## src/rv_pkg.sv

```systemverilog
package rv_pkg;

  // datapath width, the subset is RV32 only
  localparam int xlen = 32;

  // major opcodes, instr[6:0]
  localparam logic [6:0] op_load   = 7'b0000011;
  localparam logic [6:0] op_store  = 7'b0100011;
  localparam logic [6:0] op_rtype  = 7'b0110011;
  localparam logic [6:0] op_branch = 7'b1100011;
  localparam logic [6:0] op_itype  = 7'b0010011;
  localparam logic [6:0] op_jal    = 7'b1101111;
  localparam logic [6:0] op_jalr   = 7'b1100111;
  localparam logic [6:0] op_auipc  = 7'b0010111;
  localparam logic [6:0] op_lui    = 7'b0110111;
  localparam logic [6:0] op_system = 7'b1110011;
  // all-zero word seen out of a cleared memory
  localparam logic [6:0] op_reset  = 7'b0000000;

  // alu operand a source
  localparam logic [1:0] alu_a_rs1  = 2'b00;
  localparam logic [1:0] alu_a_zero = 2'b01;

  // alu operand b source
  localparam logic alu_b_rs2 = 1'b0;
  localparam logic alu_b_imm = 1'b1;

  // alu class, refined by funct3/funct7 in the alu decoder
  localparam logic [1:0] alu_instr_add = 2'b00;
  localparam logic [1:0] alu_instr_sub = 2'b01;
  localparam logic [1:0] alu_instr_fn3 = 2'b10;

  // write-back source
  localparam logic [1:0] res_alu = 2'b00;
  localparam logic [1:0] res_mem = 2'b01;
  localparam logic [1:0] res_pc4 = 2'b10;
  // pc + imm, or the jalr target
  localparam logic [1:0] res_tgt = 2'b11;

  // immediate format select
  localparam logic [2:0] imm_i = 3'd0;
  localparam logic [2:0] imm_s = 3'd1;
  localparam logic [2:0] imm_b = 3'd2;
  localparam logic [2:0] imm_u = 3'd3;
  localparam logic [2:0] imm_j = 3'd4;

  typedef enum logic [3:0] {
    alu_add,
    alu_sub,
    alu_sll,
    alu_slt,
    alu_sltu,
    alu_xor,
    alu_srl,
    alu_sra,
    alu_or,
    alu_and
  } alu_op_t;

  // one view per base format, fields msb first
  typedef union packed {
    struct packed {
      logic [6:0] funct7;
      logic [4:0] rs2;
      logic [4:0] rs1;
      logic [2:0] funct3;
      logic [4:0] rd;
      logic [6:0] opcode;
    } r;
    struct packed {
      logic [11:0] imm_11_0;
      logic [4:0]  rs1;
      logic [2:0]  funct3;
      logic [4:0]  rd;
      logic [6:0]  opcode;
    } i;
    struct packed {
      logic [6:0] imm_11_5;
      logic [4:0] rs2;
      logic [4:0] rs1;
      logic [2:0] funct3;
      logic [4:0] imm_4_0;
      logic [6:0] opcode;
    } s;
    struct packed {
      logic       imm_12;
      logic [5:0] imm_10_5;
      logic [4:0] rs2;
      logic [4:0] rs1;
      logic [2:0] funct3;
      logic [3:0] imm_4_1;
      logic       imm_11;
      logic [6:0] opcode;
    } b;
    struct packed {
      logic [19:0] imm_31_12;
      logic [4:0]  rd;
      logic [6:0]  opcode;
    } u;
    struct packed {
      logic       imm_20;
      logic [9:0] imm_10_1;
      logic       imm_11;
      logic [7:0] imm_19_12;
      logic [4:0] rd;
      logic [6:0] opcode;
    } j;
    logic [31:0] raw;
  } instr_u;

endpackage

```

## src/rv_ctrl_if.sv

```systemverilog
`timescale 1ns/100ps

interface rv_ctrl_if
  import rv_pkg::*;
();

  // register file and memory enables
  logic            reg_write;
  logic            mem_write;

  // alu operand selects and resolved operation
  logic [1:0]      alu_a_src;
  logic            alu_b_src;
  alu_op_t         alu_op;

  // write-back select
  logic [1:0]      res_src;

  // control flow
  logic            is_branch;
  logic            is_jump;
  logic [2:0]      branch_funct3;

  // already selected by format
  logic [xlen-1:0] imm;

  modport dec(
    output reg_write, mem_write, alu_a_src, alu_b_src, alu_op,
    output res_src, is_branch, is_jump, branch_funct3, imm
  );

  modport dp(
    input reg_write, mem_write, alu_a_src, alu_b_src, alu_op,
    input res_src, is_branch, is_jump, branch_funct3, imm
  );

endinterface

```

## src/rv_alu_dec.sv

```systemverilog
`timescale 1ns/100ps

module rv_alu_dec
  import rv_pkg::*;
(
  input  logic [1:0] alu_instr,
  input  logic [2:0] funct3,
  input  logic       funct7_5,
  input  logic       is_rtype,
  output alu_op_t    alu_op
);

  always_comb begin
    case (alu_instr)
      alu_instr_add: alu_op = alu_add;
      // branches compare through a subtract
      alu_instr_sub: alu_op = alu_sub;
      alu_instr_fn3: begin
        case (funct3)
          // addi has no sub form, instr[30] is immediate there
          3'b000:  alu_op = (is_rtype && funct7_5) ? alu_sub : alu_add;
          3'b001:  alu_op = alu_sll;
          3'b010:  alu_op = alu_slt;
          3'b011:  alu_op = alu_sltu;
          3'b100:  alu_op = alu_xor;
          // srai and sra share the funct7 bit
          3'b101:  alu_op = funct7_5 ? alu_sra : alu_srl;
          3'b110:  alu_op = alu_or;
          default: alu_op = alu_and;
        endcase
      end
      default: alu_op = alu_add;
    endcase
  end

endmodule

```

## src/rv_alu.sv

```systemverilog
`timescale 1ns/100ps

module rv_alu
  import rv_pkg::*;
(
  input  logic [31:0] a,
  input  logic [31:0] b,
  input  alu_op_t     alu_op,
  input  logic [2:0]  branch_funct3,
  output logic [31:0] result,
  output logic        take_branch
);

  logic [4:0] shamt;
  logic       eq;
  logic       lt;
  logic       ltu;

  // only the low five bits shift on rv32
  assign shamt = b[4:0];

  assign eq  = (a == b);
  assign lt  = ($signed(a) < $signed(b));
  assign ltu = (a < b);

  always_comb begin
    case (alu_op)
      alu_add:  result = a + b;
      alu_sub:  result = a - b;
      alu_sll:  result = a << shamt;
      alu_slt:  result = {31'b0, lt};
      alu_sltu: result = {31'b0, ltu};
      alu_xor:  result = a ^ b;
      alu_srl:  result = a >> shamt;
      alu_sra:  result = $signed(a) >>> shamt;
      alu_or:   result = a | b;
      alu_and:  result = a & b;
      default:  result = a + b;
    endcase
  end

  // beq bne blt bge bltu bgeu by funct3
  always_comb begin
    case (branch_funct3)
      3'b000:  take_branch = eq;
      3'b001:  take_branch = !eq;
      3'b100:  take_branch = lt;
      3'b101:  take_branch = !lt;
      3'b110:  take_branch = ltu;
      3'b111:  take_branch = !ltu;
      default: take_branch = 1'b0;
    endcase
  end

endmodule

```

## src/rv_idec.sv

```systemverilog
`timescale 1ns/100ps

module rv_idec
  import rv_pkg::*;
(
  input  logic [31:0] instr,
  rv_ctrl_if.dec      ctrl,
  output logic [4:0]  rd,
  output logic [4:0]  rs1,
  output logic [4:0]  rs2
);

  // short names so each table row reads at a glance
  localparam logic       y     = 1'b1;
  localparam logic       n     = 1'b0;
  localparam logic [1:0] a_r1  = alu_a_rs1;
  localparam logic [1:0] a_z0  = alu_a_zero;
  localparam logic       b_r2  = alu_b_rs2;
  localparam logic       b_im  = alu_b_imm;
  localparam logic [1:0] c_add = alu_instr_add;
  localparam logic [1:0] c_sub = alu_instr_sub;
  localparam logic [1:0] c_fn3 = alu_instr_fn3;
  localparam logic [1:0] r_alu = res_alu;
  localparam logic [1:0] r_mem = res_mem;
  localparam logic [1:0] r_pc4 = res_pc4;
  localparam logic [1:0] r_tgt = res_tgt;
  localparam logic [2:0] im_i  = imm_i;
  localparam logic [2:0] im_s  = imm_s;
  localparam logic [2:0] im_b  = imm_b;
  localparam logic [2:0] im_u  = imm_u;
  localparam logic [2:0] im_j  = imm_j;

  instr_u          word;
  logic [6:0]      opcode;
  logic [2:0]      funct3;
  logic [13:0]     ctrl_word;
  logic [1:0]      alu_instr;
  logic [2:0]      imm_type;
  logic            is_branch;
  logic [xlen-1:0] imm_i_val;
  logic [xlen-1:0] imm_s_val;
  logic [xlen-1:0] imm_b_val;
  logic [xlen-1:0] imm_u_val;
  logic [xlen-1:0] imm_j_val;

  assign word   = instr;
  // opcode, rd and funct3 sit in the same place in every format
  assign opcode = word.r.opcode;
  assign funct3 = word.r.funct3;
  assign rd     = word.r.rd;
  assign rs1    = word.r.rs1;
  assign rs2    = word.r.rs2;

  // jal runs the alu from zero so that jalr is the only jump reading rs1
  always_comb begin
    case (opcode)
      //                      r  m  a     b     alu    res    imm   b  j
      op_load:   ctrl_word = {y, n, a_r1, b_im, c_add, r_mem, im_i, n, n};
      op_store:  ctrl_word = {n, y, a_r1, b_im, c_add, r_alu, im_s, n, n};
      op_rtype:  ctrl_word = {y, n, a_r1, b_r2, c_fn3, r_alu, im_i, n, n};
      op_branch: ctrl_word = {n, n, a_r1, b_r2, c_sub, r_alu, im_b, y, n};
      op_itype:  ctrl_word = {y, n, a_r1, b_im, c_fn3, r_alu, im_i, n, n};
      op_jal:    ctrl_word = {y, n, a_z0, b_im, c_add, r_pc4, im_j, n, y};
      op_jalr:   ctrl_word = {y, n, a_r1, b_im, c_add, r_pc4, im_i, n, y};
      op_auipc:  ctrl_word = {y, n, a_z0, b_im, c_add, r_tgt, im_u, n, n};
      op_lui:    ctrl_word = {y, n, a_z0, b_im, c_add, r_alu, im_u, n, n};
      // no-op rows, nothing written and pc + 4
      op_system: ctrl_word = {n, n, a_z0, b_r2, c_add, r_alu, im_i, n, n};
      op_reset:  ctrl_word = {n, n, a_z0, b_r2, c_add, r_alu, im_i, n, n};
      default:   ctrl_word = {n, n, a_z0, b_r2, c_add, r_alu, im_i, n, n};
    endcase
  end

  assign {ctrl.reg_write, ctrl.mem_write, ctrl.alu_a_src, ctrl.alu_b_src,
          alu_instr, ctrl.res_src, imm_type, is_branch, ctrl.is_jump} = ctrl_word;

  assign ctrl.is_branch     = is_branch;
  // compare kind only matters on branches
  assign ctrl.branch_funct3 = is_branch ? funct3 : 3'b000;

  rv_alu_dec alu_dec (
    .alu_instr (alu_instr),
    .funct3    (funct3),
    .funct7_5  (word.r.funct7[5]),
    .is_rtype  (opcode == op_rtype),
    .alu_op    (ctrl.alu_op)
  );

  // sign comes from instr[31] in every view
  assign imm_i_val = {{(xlen - 12){word.i.imm_11_0[11]}}, word.i.imm_11_0};
  assign imm_s_val = {{(xlen - 12){word.s.imm_11_5[6]}}, word.s.imm_11_5, word.s.imm_4_0};
  assign imm_b_val = {{(xlen - 13){word.b.imm_12}}, word.b.imm_12, word.b.imm_11,
                      word.b.imm_10_5, word.b.imm_4_1, 1'b0};
  assign imm_u_val = {word.u.imm_31_12, 12'b0};
  assign imm_j_val = {{(xlen - 21){word.j.imm_20}}, word.j.imm_20, word.j.imm_19_12,
                      word.j.imm_11, word.j.imm_10_1, 1'b0};

  // only the selected immediate leaves the decoder
  always_comb begin
    case (imm_type)
      imm_s:   ctrl.imm = imm_s_val;
      imm_b:   ctrl.imm = imm_b_val;
      imm_u:   ctrl.imm = imm_u_val;
      imm_j:   ctrl.imm = imm_j_val;
      default: ctrl.imm = imm_i_val;
    endcase
  end

endmodule

```

## src/rv_regfile.sv

```systemverilog
`timescale 1ns/100ps

module rv_regfile (
  input  logic        clk,
  input  logic        rst_n,
  input  logic        we,
  input  logic [4:0]  waddr,
  input  logic [4:0]  raddr1,
  input  logic [4:0]  raddr2,
  input  logic [31:0] wdata,
  output logic [31:0] rdata1,
  output logic [31:0] rdata2
);

  // entry 0 exists but is never written
  logic [31:0] regs [32];

  always_ff @(posedge clk or negedge rst_n) begin
    if (!rst_n) begin
      for (int k = 0; k < 32; k++) begin
        regs[k] <= '0;
      end
    end else if (we && (waddr != 5'd0)) begin
      regs[waddr] <= wdata;
    end
  end

  // read before write, a same-cycle write shows up next cycle
  assign rdata1 = (raddr1 == 5'd0) ? 32'd0 : regs[raddr1];
  assign rdata2 = (raddr2 == 5'd0) ? 32'd0 : regs[raddr2];

endmodule

```

## src/rv_core.sv

```systemverilog
`timescale 1ns/100ps

module rv_core
  import rv_pkg::*;
#(
  parameter logic [31:0] reset_pc = 32'h0000_0000
) (
  input  logic        clk,
  input  logic        rst_n,
  output logic [31:0] imem_addr,
  input  logic [31:0] imem_rdata,
  output logic [31:0] dmem_addr,
  output logic [31:0] dmem_wdata,
  output logic        dmem_we,
  input  logic [31:0] dmem_rdata
);

  logic [xlen-1:0] pc;
  logic [xlen-1:0] pc_plus4;
  logic [xlen-1:0] pc_target;
  logic [xlen-1:0] pc_next;
  logic [4:0]      rd;
  logic [4:0]      rs1;
  logic [4:0]      rs2;
  logic [xlen-1:0] rs1_data;
  logic [xlen-1:0] rs2_data;
  logic [xlen-1:0] alu_a;
  logic [xlen-1:0] alu_b;
  logic [xlen-1:0] alu_result;
  logic [xlen-1:0] result;
  logic            take_branch;
  logic            is_jalr;
  logic            redirect;

  rv_ctrl_if ctrl ();

  rv_idec idec (
    .instr (imem_rdata),
    .ctrl  (ctrl.dec),
    .rd    (rd),
    .rs1   (rs1),
    .rs2   (rs2)
  );

  rv_regfile regfile (
    .clk    (clk),
    .rst_n  (rst_n),
    .we     (ctrl.reg_write),
    .waddr  (rd),
    .raddr1 (rs1),
    .raddr2 (rs2),
    .wdata  (result),
    .rdata1 (rs1_data),
    .rdata2 (rs2_data)
  );

  // zero operand serves lui and keeps jal/auipc off rs1
  assign alu_a = (ctrl.alu_a_src == alu_a_zero) ? '0 : rs1_data;
  assign alu_b = (ctrl.alu_b_src == alu_b_imm) ? ctrl.imm : rs2_data;

  rv_alu alu (
    .a             (alu_a),
    .b             (alu_b),
    .alu_op        (ctrl.alu_op),
    .branch_funct3 (ctrl.branch_funct3),
    .result        (alu_result),
    .take_branch   (take_branch)
  );

  // jalr is the only jump that reads rs1
  assign is_jalr = ctrl.is_jump && (ctrl.alu_a_src == alu_a_rs1);

  assign pc_plus4  = pc + 32'd4;
  // jalr drops bit 0 of rs1 + imm
  assign pc_target = is_jalr ? {alu_result[xlen-1:1], 1'b0} : pc + ctrl.imm;

  assign redirect = ctrl.is_jump || (ctrl.is_branch && take_branch);
  assign pc_next  = redirect ? pc_target : pc_plus4;

  always_ff @(posedge clk or negedge rst_n) begin
    if (!rst_n) begin
      pc <= reset_pc;
    end else begin
      pc <= pc_next;
    end
  end

  // write-back select
  always_comb begin
    case (ctrl.res_src)
      res_mem: result = dmem_rdata;
      res_pc4: result = pc_plus4;
      res_tgt: result = pc_target;
      default: result = alu_result;
    endcase
  end

  assign imem_addr  = pc;
  assign dmem_addr  = alu_result;
  assign dmem_wdata = rs2_data;
  // no stores reach memory while the core is held in reset
  assign dmem_we    = ctrl.mem_write && rst_n;

endmodule

```

## config.mk

```make
export PLATFORM = sky130hd
export DESIGN_NAME = rv_core
export DESIGN_NICKNAME = d
export VERILOG_FILES = /design/src/rv_pkg.sv /design/src/rv_ctrl_if.sv /design/src/rv_alu_dec.sv /design/src/rv_alu.sv /design/src/rv_idec.sv /design/src/rv_regfile.sv /design/src/rv_core.sv
export SDC_FILE = /design/constraint.sdc
export NUM_CORES = 2
export LEC_CHECK = 0
export BUFFER_PORTS_ARGS = -buffer_cell sky130_fd_sc_hd__buf_4
export CORE_AREA = 2 2 234 467
export CTS_CLUSTER_SIZE = 28
export DETAILED_ROUTE_END_ITERATION = 6
export DIE_AREA = 0 0 236 469
export PLACE_DENSITY = 0.81
export SETUP_SLACK_MARGIN = 0.02
export SLEW_MARGIN = 0
export SYNTH_ARGS = -nofsm -noshare
export SYNTH_HDL_FRONTEND = slang
export SYNTH_SLANG_ARGS = --single-unit
```

## constraint.sdc

```tcl
create_clock -name clk -period 14.15 [get_ports clk]
set_input_delay 2.83 -clock clk [delete_from_list [all_inputs] [get_ports clk]]
set_output_delay 2.83 -clock clk [all_outputs]
set_load 0.01 [all_outputs]
```

==> results.json, run 1 <==
{
  "run_status": "aborted with a tool error",
  "outcome.stop_stage": "5_1_grt",
  "first-error": "[ERROR GRT-0116] Global routing finished with congestion. Check the congestion regions in the DRC Viewer.",
  "first_global_vias": 76700,
  "num_rows": 170,
  "place.gp.congestion": 1.26,
  "top_level_ports": 163,
  "ys.warnings.count": 0,
  "grt_first_pass_wirelength_mm": 584,
  "clk_root_buffer_cell": "sky130_fd_sc_hd__clkbuf_16",
  "cts-root-to-sink-buffers": 3,
  "synthesis.nets": 6986,
  "cts.htree.levels": 3,
  "yosysSeqAreaShare_pct": 38.7,
  "synth.ff_latch_count": 1056,
  "avgSynthCellArea_um2": 10.1,
  "clock-sinks": 1056,
  "horiz_die_dim_um": 236,
  "grt-ovfl-total": 280,
  "synth_ff_type": "sky130_fd_sc_hd__dfrtp_1",
  "postCtsSetupBuffers": 0,
  "ys_async_sr_fraction_pct": 100,
  "synthesis.instances": 6786,
  "globalRouteTotalUtil_pct": 74.1,
  "cts_buffers": 89,
  "grt_start_max_net_pins": 177,
  "synthesis.area_um2": 68200,
  "portBuffers": 162,
  "start_util_pct": 63.8,
  "cts-hold-fix-buffers": 0,
  "die_height_um": 469,
  "post_cts_resized": 0,
  "synth_edf_count": 0,
  "synthDistinctLibCells": 104,
  "dpl.hpwl_mm": 238
}
==> cells in the mapped netlist (all sizes together) (18+ instances only) <==
| cell type | n | area share [%] |
|---|---|---|
| nor3 | 46 | 0.34 |
| xnor2 | 54 | 0.69 |
| a211oi | 52 | 0.57 |
| nand2b | 21 | 0.19 |
| and2 | 43 | 0.39 |
| ha | 131 | 2.4 |
| a22oi | 175 | 1.9 |
| nand3 | 180 | 1.3 |
| xor2 | 31 | 0.40 |
| o21a | 31 | 0.34 |
| mux2i | 269 | 3.9 |
| o211ai | 56 | 0.62 |
| and3 | 45 | 0.42 |
| nor2 | 234 | 1.3 |
| inv | 157 | 0.86 |
| mux4 | 468 | 16 |
| a41oi | 19 | 0.39 |
| clkbuf | 448 | 2.5 |
| a31oi | 59 | 0.54 |
| nor4 | 20 | 0.18 |
| nand2 | 1072 | 5.9 |
| mux2 | 265 | 4.4 |
| nor2b | 29 | 0.27 |
| buf | 207 | 1.9 |
| a21oi | 255 | 1.9 |
| a21o | 48 | 0.53 |
| a32oi | 18 | 0.29 |
| o21ai | 955 | 7.0 |
| dfrtp | 1056 | 39 |
| nand4 | 40 | 0.37 |
| o221ai | 33 | 0.45 |
==> routing by layer <==
metal	track usage, %	overflow
met1	70.8	1
met5	23.4	1
met3	54.2	3
met2	94.3	138
met4	81.9	137
==> logic make-up after synthesis <==
logic type / synth area share (%)
muxes: 23.9
DFF: 38.7
adders and majority gates: 2.49
buffers and inverters: 5.33
AOI/OAI and AO/OA: 17.0
xor gates and xnor gates: 1.09
and+or+nand+nor: 11.5
==> through the flow <==
stage	setup WS [ns]	hold WS [ns]	instances	utilization [%]	cell area (um2)
detailed placement	1.19	0.384	7907	65.9	70500
global placement	1.15	0.377	7907	65.9	70500
CTS	1.03	0.406	8066	68.8	73600
floorplan	2.29	0.438	6786	-	68200
==> inputs of run 2 (changes only) <==
Settings changed: CORE_AREA 2 2 234 467 to 2 2 417 419, CTS_CLUSTER_SIZE 28 to default, DIE_AREA 0 0 236 469 to 0 0 419 421, PLACE_DENSITY 0.81 to default, PLACE_DENSITY_LB_ADDON from default to 0.15, SETUP_SLACK_MARGIN 0.02 to default.
==> run 2 against run 1 <==
Synthesized area did not move. Synthesized cell count stayed put. The flow now finishes, with violations (design-rule violations).
==> results.json, run 2 <==
{
  "portBuffers": 162,
  "run_status": "complete, but fails checks",
  "synth_largest_type_area_fraction_pct": 38.7,
  "timing.critical_path.mode_cell": "sky130_fd_sc_hd__buf_4",
  "place.gp.congestion": 1.06,
  "post_cts_resized": 0,
  "min_from": "regfile.regs[993]",
  "timing.max_cap.violations": 0,
  "setup_viol_count_final": 0,
  "synth_edf_count": 0,
  "rsz0062_at_grt": "false",
  "violations": "design-rule violations",
  "layout-drive-gt1-share_pct": 21.6,
  "layout_filler_cell_count": 16600,
  "timing_worst_setup_path_type": "in2out",
  "worstReg2RegEnd": "imem_addr[5]",
  "mostFrequentLayoutCells": "sky130_fd_sc_hd__dfrtp_1 (1056), sky130_fd_sc_hd__nand2_1 (1040), sky130_fd_sc_hd__o21ai_0 (862)",
  "netlist_top_cells_count": "sky130_fd_sc_hd__nand2_1 (1072), sky130_fd_sc_hd__dfrtp_1 (1056), sky130_fd_sc_hd__o21ai_0 (873)",
  "synth_most_common_cell": "sky130_fd_sc_hd__nand2_1",
  "final.setup.worst_slack_ns": 1.49,
  "timing.final.hold_violations": 0,
  "detail_route.first_pass.iterations": 7,
  "dpl_worst_slack_ns": 1.84,
  "timing.reg2reg.worst_path_depth": 21,
  "cts_buffers": 119,
  "final_design_area_no_fill_um2": 75700,
  "avgSynthCellArea_um2": 10.1,
  "placed_cells": 8852,
  "globalRouteTotalUtil_pct": 35.5,
  "layout_worst_path_cycle_share_pct": 89.5,
  "finalNetCount": 6848,
  "synth.largest_area_cell": "sky130_fd_sc_hd__dfrtp_1",
  "path_max_fanout": 107,
  "holdPathStages": 0,
  "first_global_vias": 56200,
  "largest_register": "regfile.regs",
  "clock_insertion_delay_worst_skew_ns": 0.80,
  "synthesis.nets": 6986,
  "synthesis.area_um2": 68200,
  "ys_async_sr_fraction_pct": 100,
  "synthDistinctLibCells": 104,
  "finalCoreUtilization_pct": 43.9,
  "start_util_pct": 39.6,
  "die_height_um": 421,
  "fin_tns_setup_ns": 0,
  "max_clock_freq_mhz": 79.0,
  "min_delay_worst_endpoint": "regfile.regs[993]",
  "grt_start_max_net_pins": 169,
  "grt-ovfl-total": 0,
  "drc_errors": 5,
  "cts-root-to-sink-buffers": 3,
  "crit_chain": "buf_8 > buf_12 > mux4_2 > a22o_1 > nor3_1 > buf_4 > o32a_2 > ha_1 > nor2b_1 > o21a_1 > o21ai_0 > a21oi_1 > buf_4 > a21oi_1 > o21ai_0 > a211oi_1 > o221ai_1 > a31oi_1 > a22oi_1 > buf_4",
  "timing.critical_path.slowest_cell_delay_ns": 0.66,
  "endpoint_kind": "output port",
  "yosysSeqAreaShare_pct": 38.7,
  "initialDrtViolationCount": 7657,
  "grt_first_pass_wirelength_mm": 445,
  "largest_register_ff_count": 1024,
  "synthesis.instances": 6786,
  "top_level_ports": 163,
  "vias_per_cell": 6.47,
  "horiz_die_dim_um": 419,
  "cts_tree": "built",
  "setup.worst_path.start_class": "primary input",
  "worst_ir_drop_vdd_v": 0.000105,
  "clk_root_buffer_cell": "sky130_fd_sc_hd__clkbuf_16",
  "power.static_leakage_nw": 33.1,
  "number_of_slew_limit_violations_in_the_final_report": 0,
  "worst_hold_path_type": "reg2reg",
  "dpl.hpwl_mm": 219,
  "detailed_place.area_um2": 71700,
  "avgRoutedWirePerCell_um": 35.0,
  "timing.critical_path.arrival_ns": 9.83,
  "ys.warnings.count": 0,
  "routed_wl_mm": 318,
  "antenna_found_initial": 8,
  "timing.slew.headroom_pct": 10.4,
  "synth_ff_type": "sky130_fd_sc_hd__dfrtp_1",
  "crit_slowest_cell": "sky130_fd_sc_hd__a211oi_1",
  "ant_nets": 0,
  "cts.htree.levels": 3,
  "reg2reg_slack_ns": 7.22,
  "final-instance-count-excl-fill": 9074,
  "p_per_area_nw_per_um2": 107,
  "cts-hold-fix-buffers": 0,
  "tightest_slew_ns": 1.33,
  "critPathRequiredTime_ns": 11.32,
  "r2r-start": "regfile.regs[141]",
  "finalWorstPathRequiredPeriod_ns": 12.66,
  "die-area_um2": 176000,
  "clock-sinks": 1056,
  "synth.ff_latch_count": 1056,
  "layout_commonest_cell": "sky130_fd_sc_hd__dfrtp_1",
  "postCtsSetupBuffers": 0,
  "dr_total_vias": 58700,
  "post_synth_main_area_contributors": "sky130_fd_sc_hd__dfrtp_1 (39%), sky130_fd_sc_hd__mux4_2 (15%), sky130_fd_sc_hd__o21ai_0 (6.4%), sky130_fd_sc_hd__nand2_1 (5.9%), sky130_fd_sc_hd__mux2_2 (4.4%)",
  "clk_pin_slew_worst_paths_ns": 0.06,
  "num_rows": 153,
  "area_of_the_core_region_um2": 172000,
  "area_grow_syn2layout_pct": 10.9,
  "clock-skew-final_ns": 0.0457
}
run 2: cell type report:
class | count | area, um2 | area share [%]
flip-flops and latches | 1056 | 26400 | 34.9
multi-input cells | 4914 | 38600 | 51.0
well taps | 2325 | 2910 | 3.84
repair buffers | 399 | 3190 | 4.21
inverters | 158 | 593 | 0.783
diodes | 6 | 15.0 | 0.0198
clock buffers | 170 | 3440 | 4.54
clock inverters | 46 | 532 | 0.703
run 2: per-layer routing:
layer | track usage [%] | vias up | share of wire (%)
met5 | 0 | - | 0.068
met4 | 18.5 | 2 | 5.9
met2 | 53.1 | 3000 | 44
met3 | 5.97 | 639 | 7.8
li1 | - | 24800 | -
met1 | 49.6 | 30300 | 42
run 2: worst max-delay path: cells and delay by family:
kind | cells | cell delay (ns)
AO/OA/AOI/OAI | 11 | 3.66
AND/OR/NAND/NOR | 2 | 0.40
multiplexers | 1 | 0.40
buffers and inverters | 5 | 1.89
adder cells (fa/ha/maj) | 1 | 0.35
run 2: worst max-delay path by stage:
stage	startpoint	endpoint	slack [ns]	cells after the start
global placement	imem_rdata[15]	dmem_addr[7]	1.80	19
detailed placement	imem_rdata[15]	dmem_addr[7]	1.84	19
floorplan	imem_rdata[20]	dmem_addr[30]	2.29	24
finish	imem_rdata[21]	dmem_addr[7]	1.49	20
CTS	imem_rdata[15]	dmem_addr[7]	1.80	19
global route	imem_rdata[21]	dmem_addr[26]	1.46	21
run 2: cells by family (layout without fill, tap and decap cells):
group	after synthesis	count (layout)	synth area share [%]
multiplexers	1002	1002	23.9
adder cells (fa/ha/maj)	134	134	2.49
buffers and inverters	816	773	5.33
XOR/XNOR	85	85	1.09
flip-flops	1056	1056	38.7
AND/OR/NAND/NOR	1801	1801	11.5
other	0	6	0
AO/OA/AOI/OAI	1892	1892	17.0
run 2: stage by stage:
stage          total power [mW]  hold slack, ns
2_1_floorplan              4.25           0.438
3_3_place_gp               4.90           0.380
3_5_place_dp               4.91           0.383
4_1_cts                    8.09           0.397
5_1_grt                    8.37           0.405
6_report                   8.08           0.397
run 2: power by group:
part / switching, mW / total, mW / internal, mW
Clock: 1.37 / 3.19 / 1.82
Combinational: 1.07 / 1.65 / 0.578
Sequential: 0.130 / 3.25 / 3.12
Total: 2.57 / 8.08 / 5.51
No activity file was read; power rests on OpenSTA's default activity.
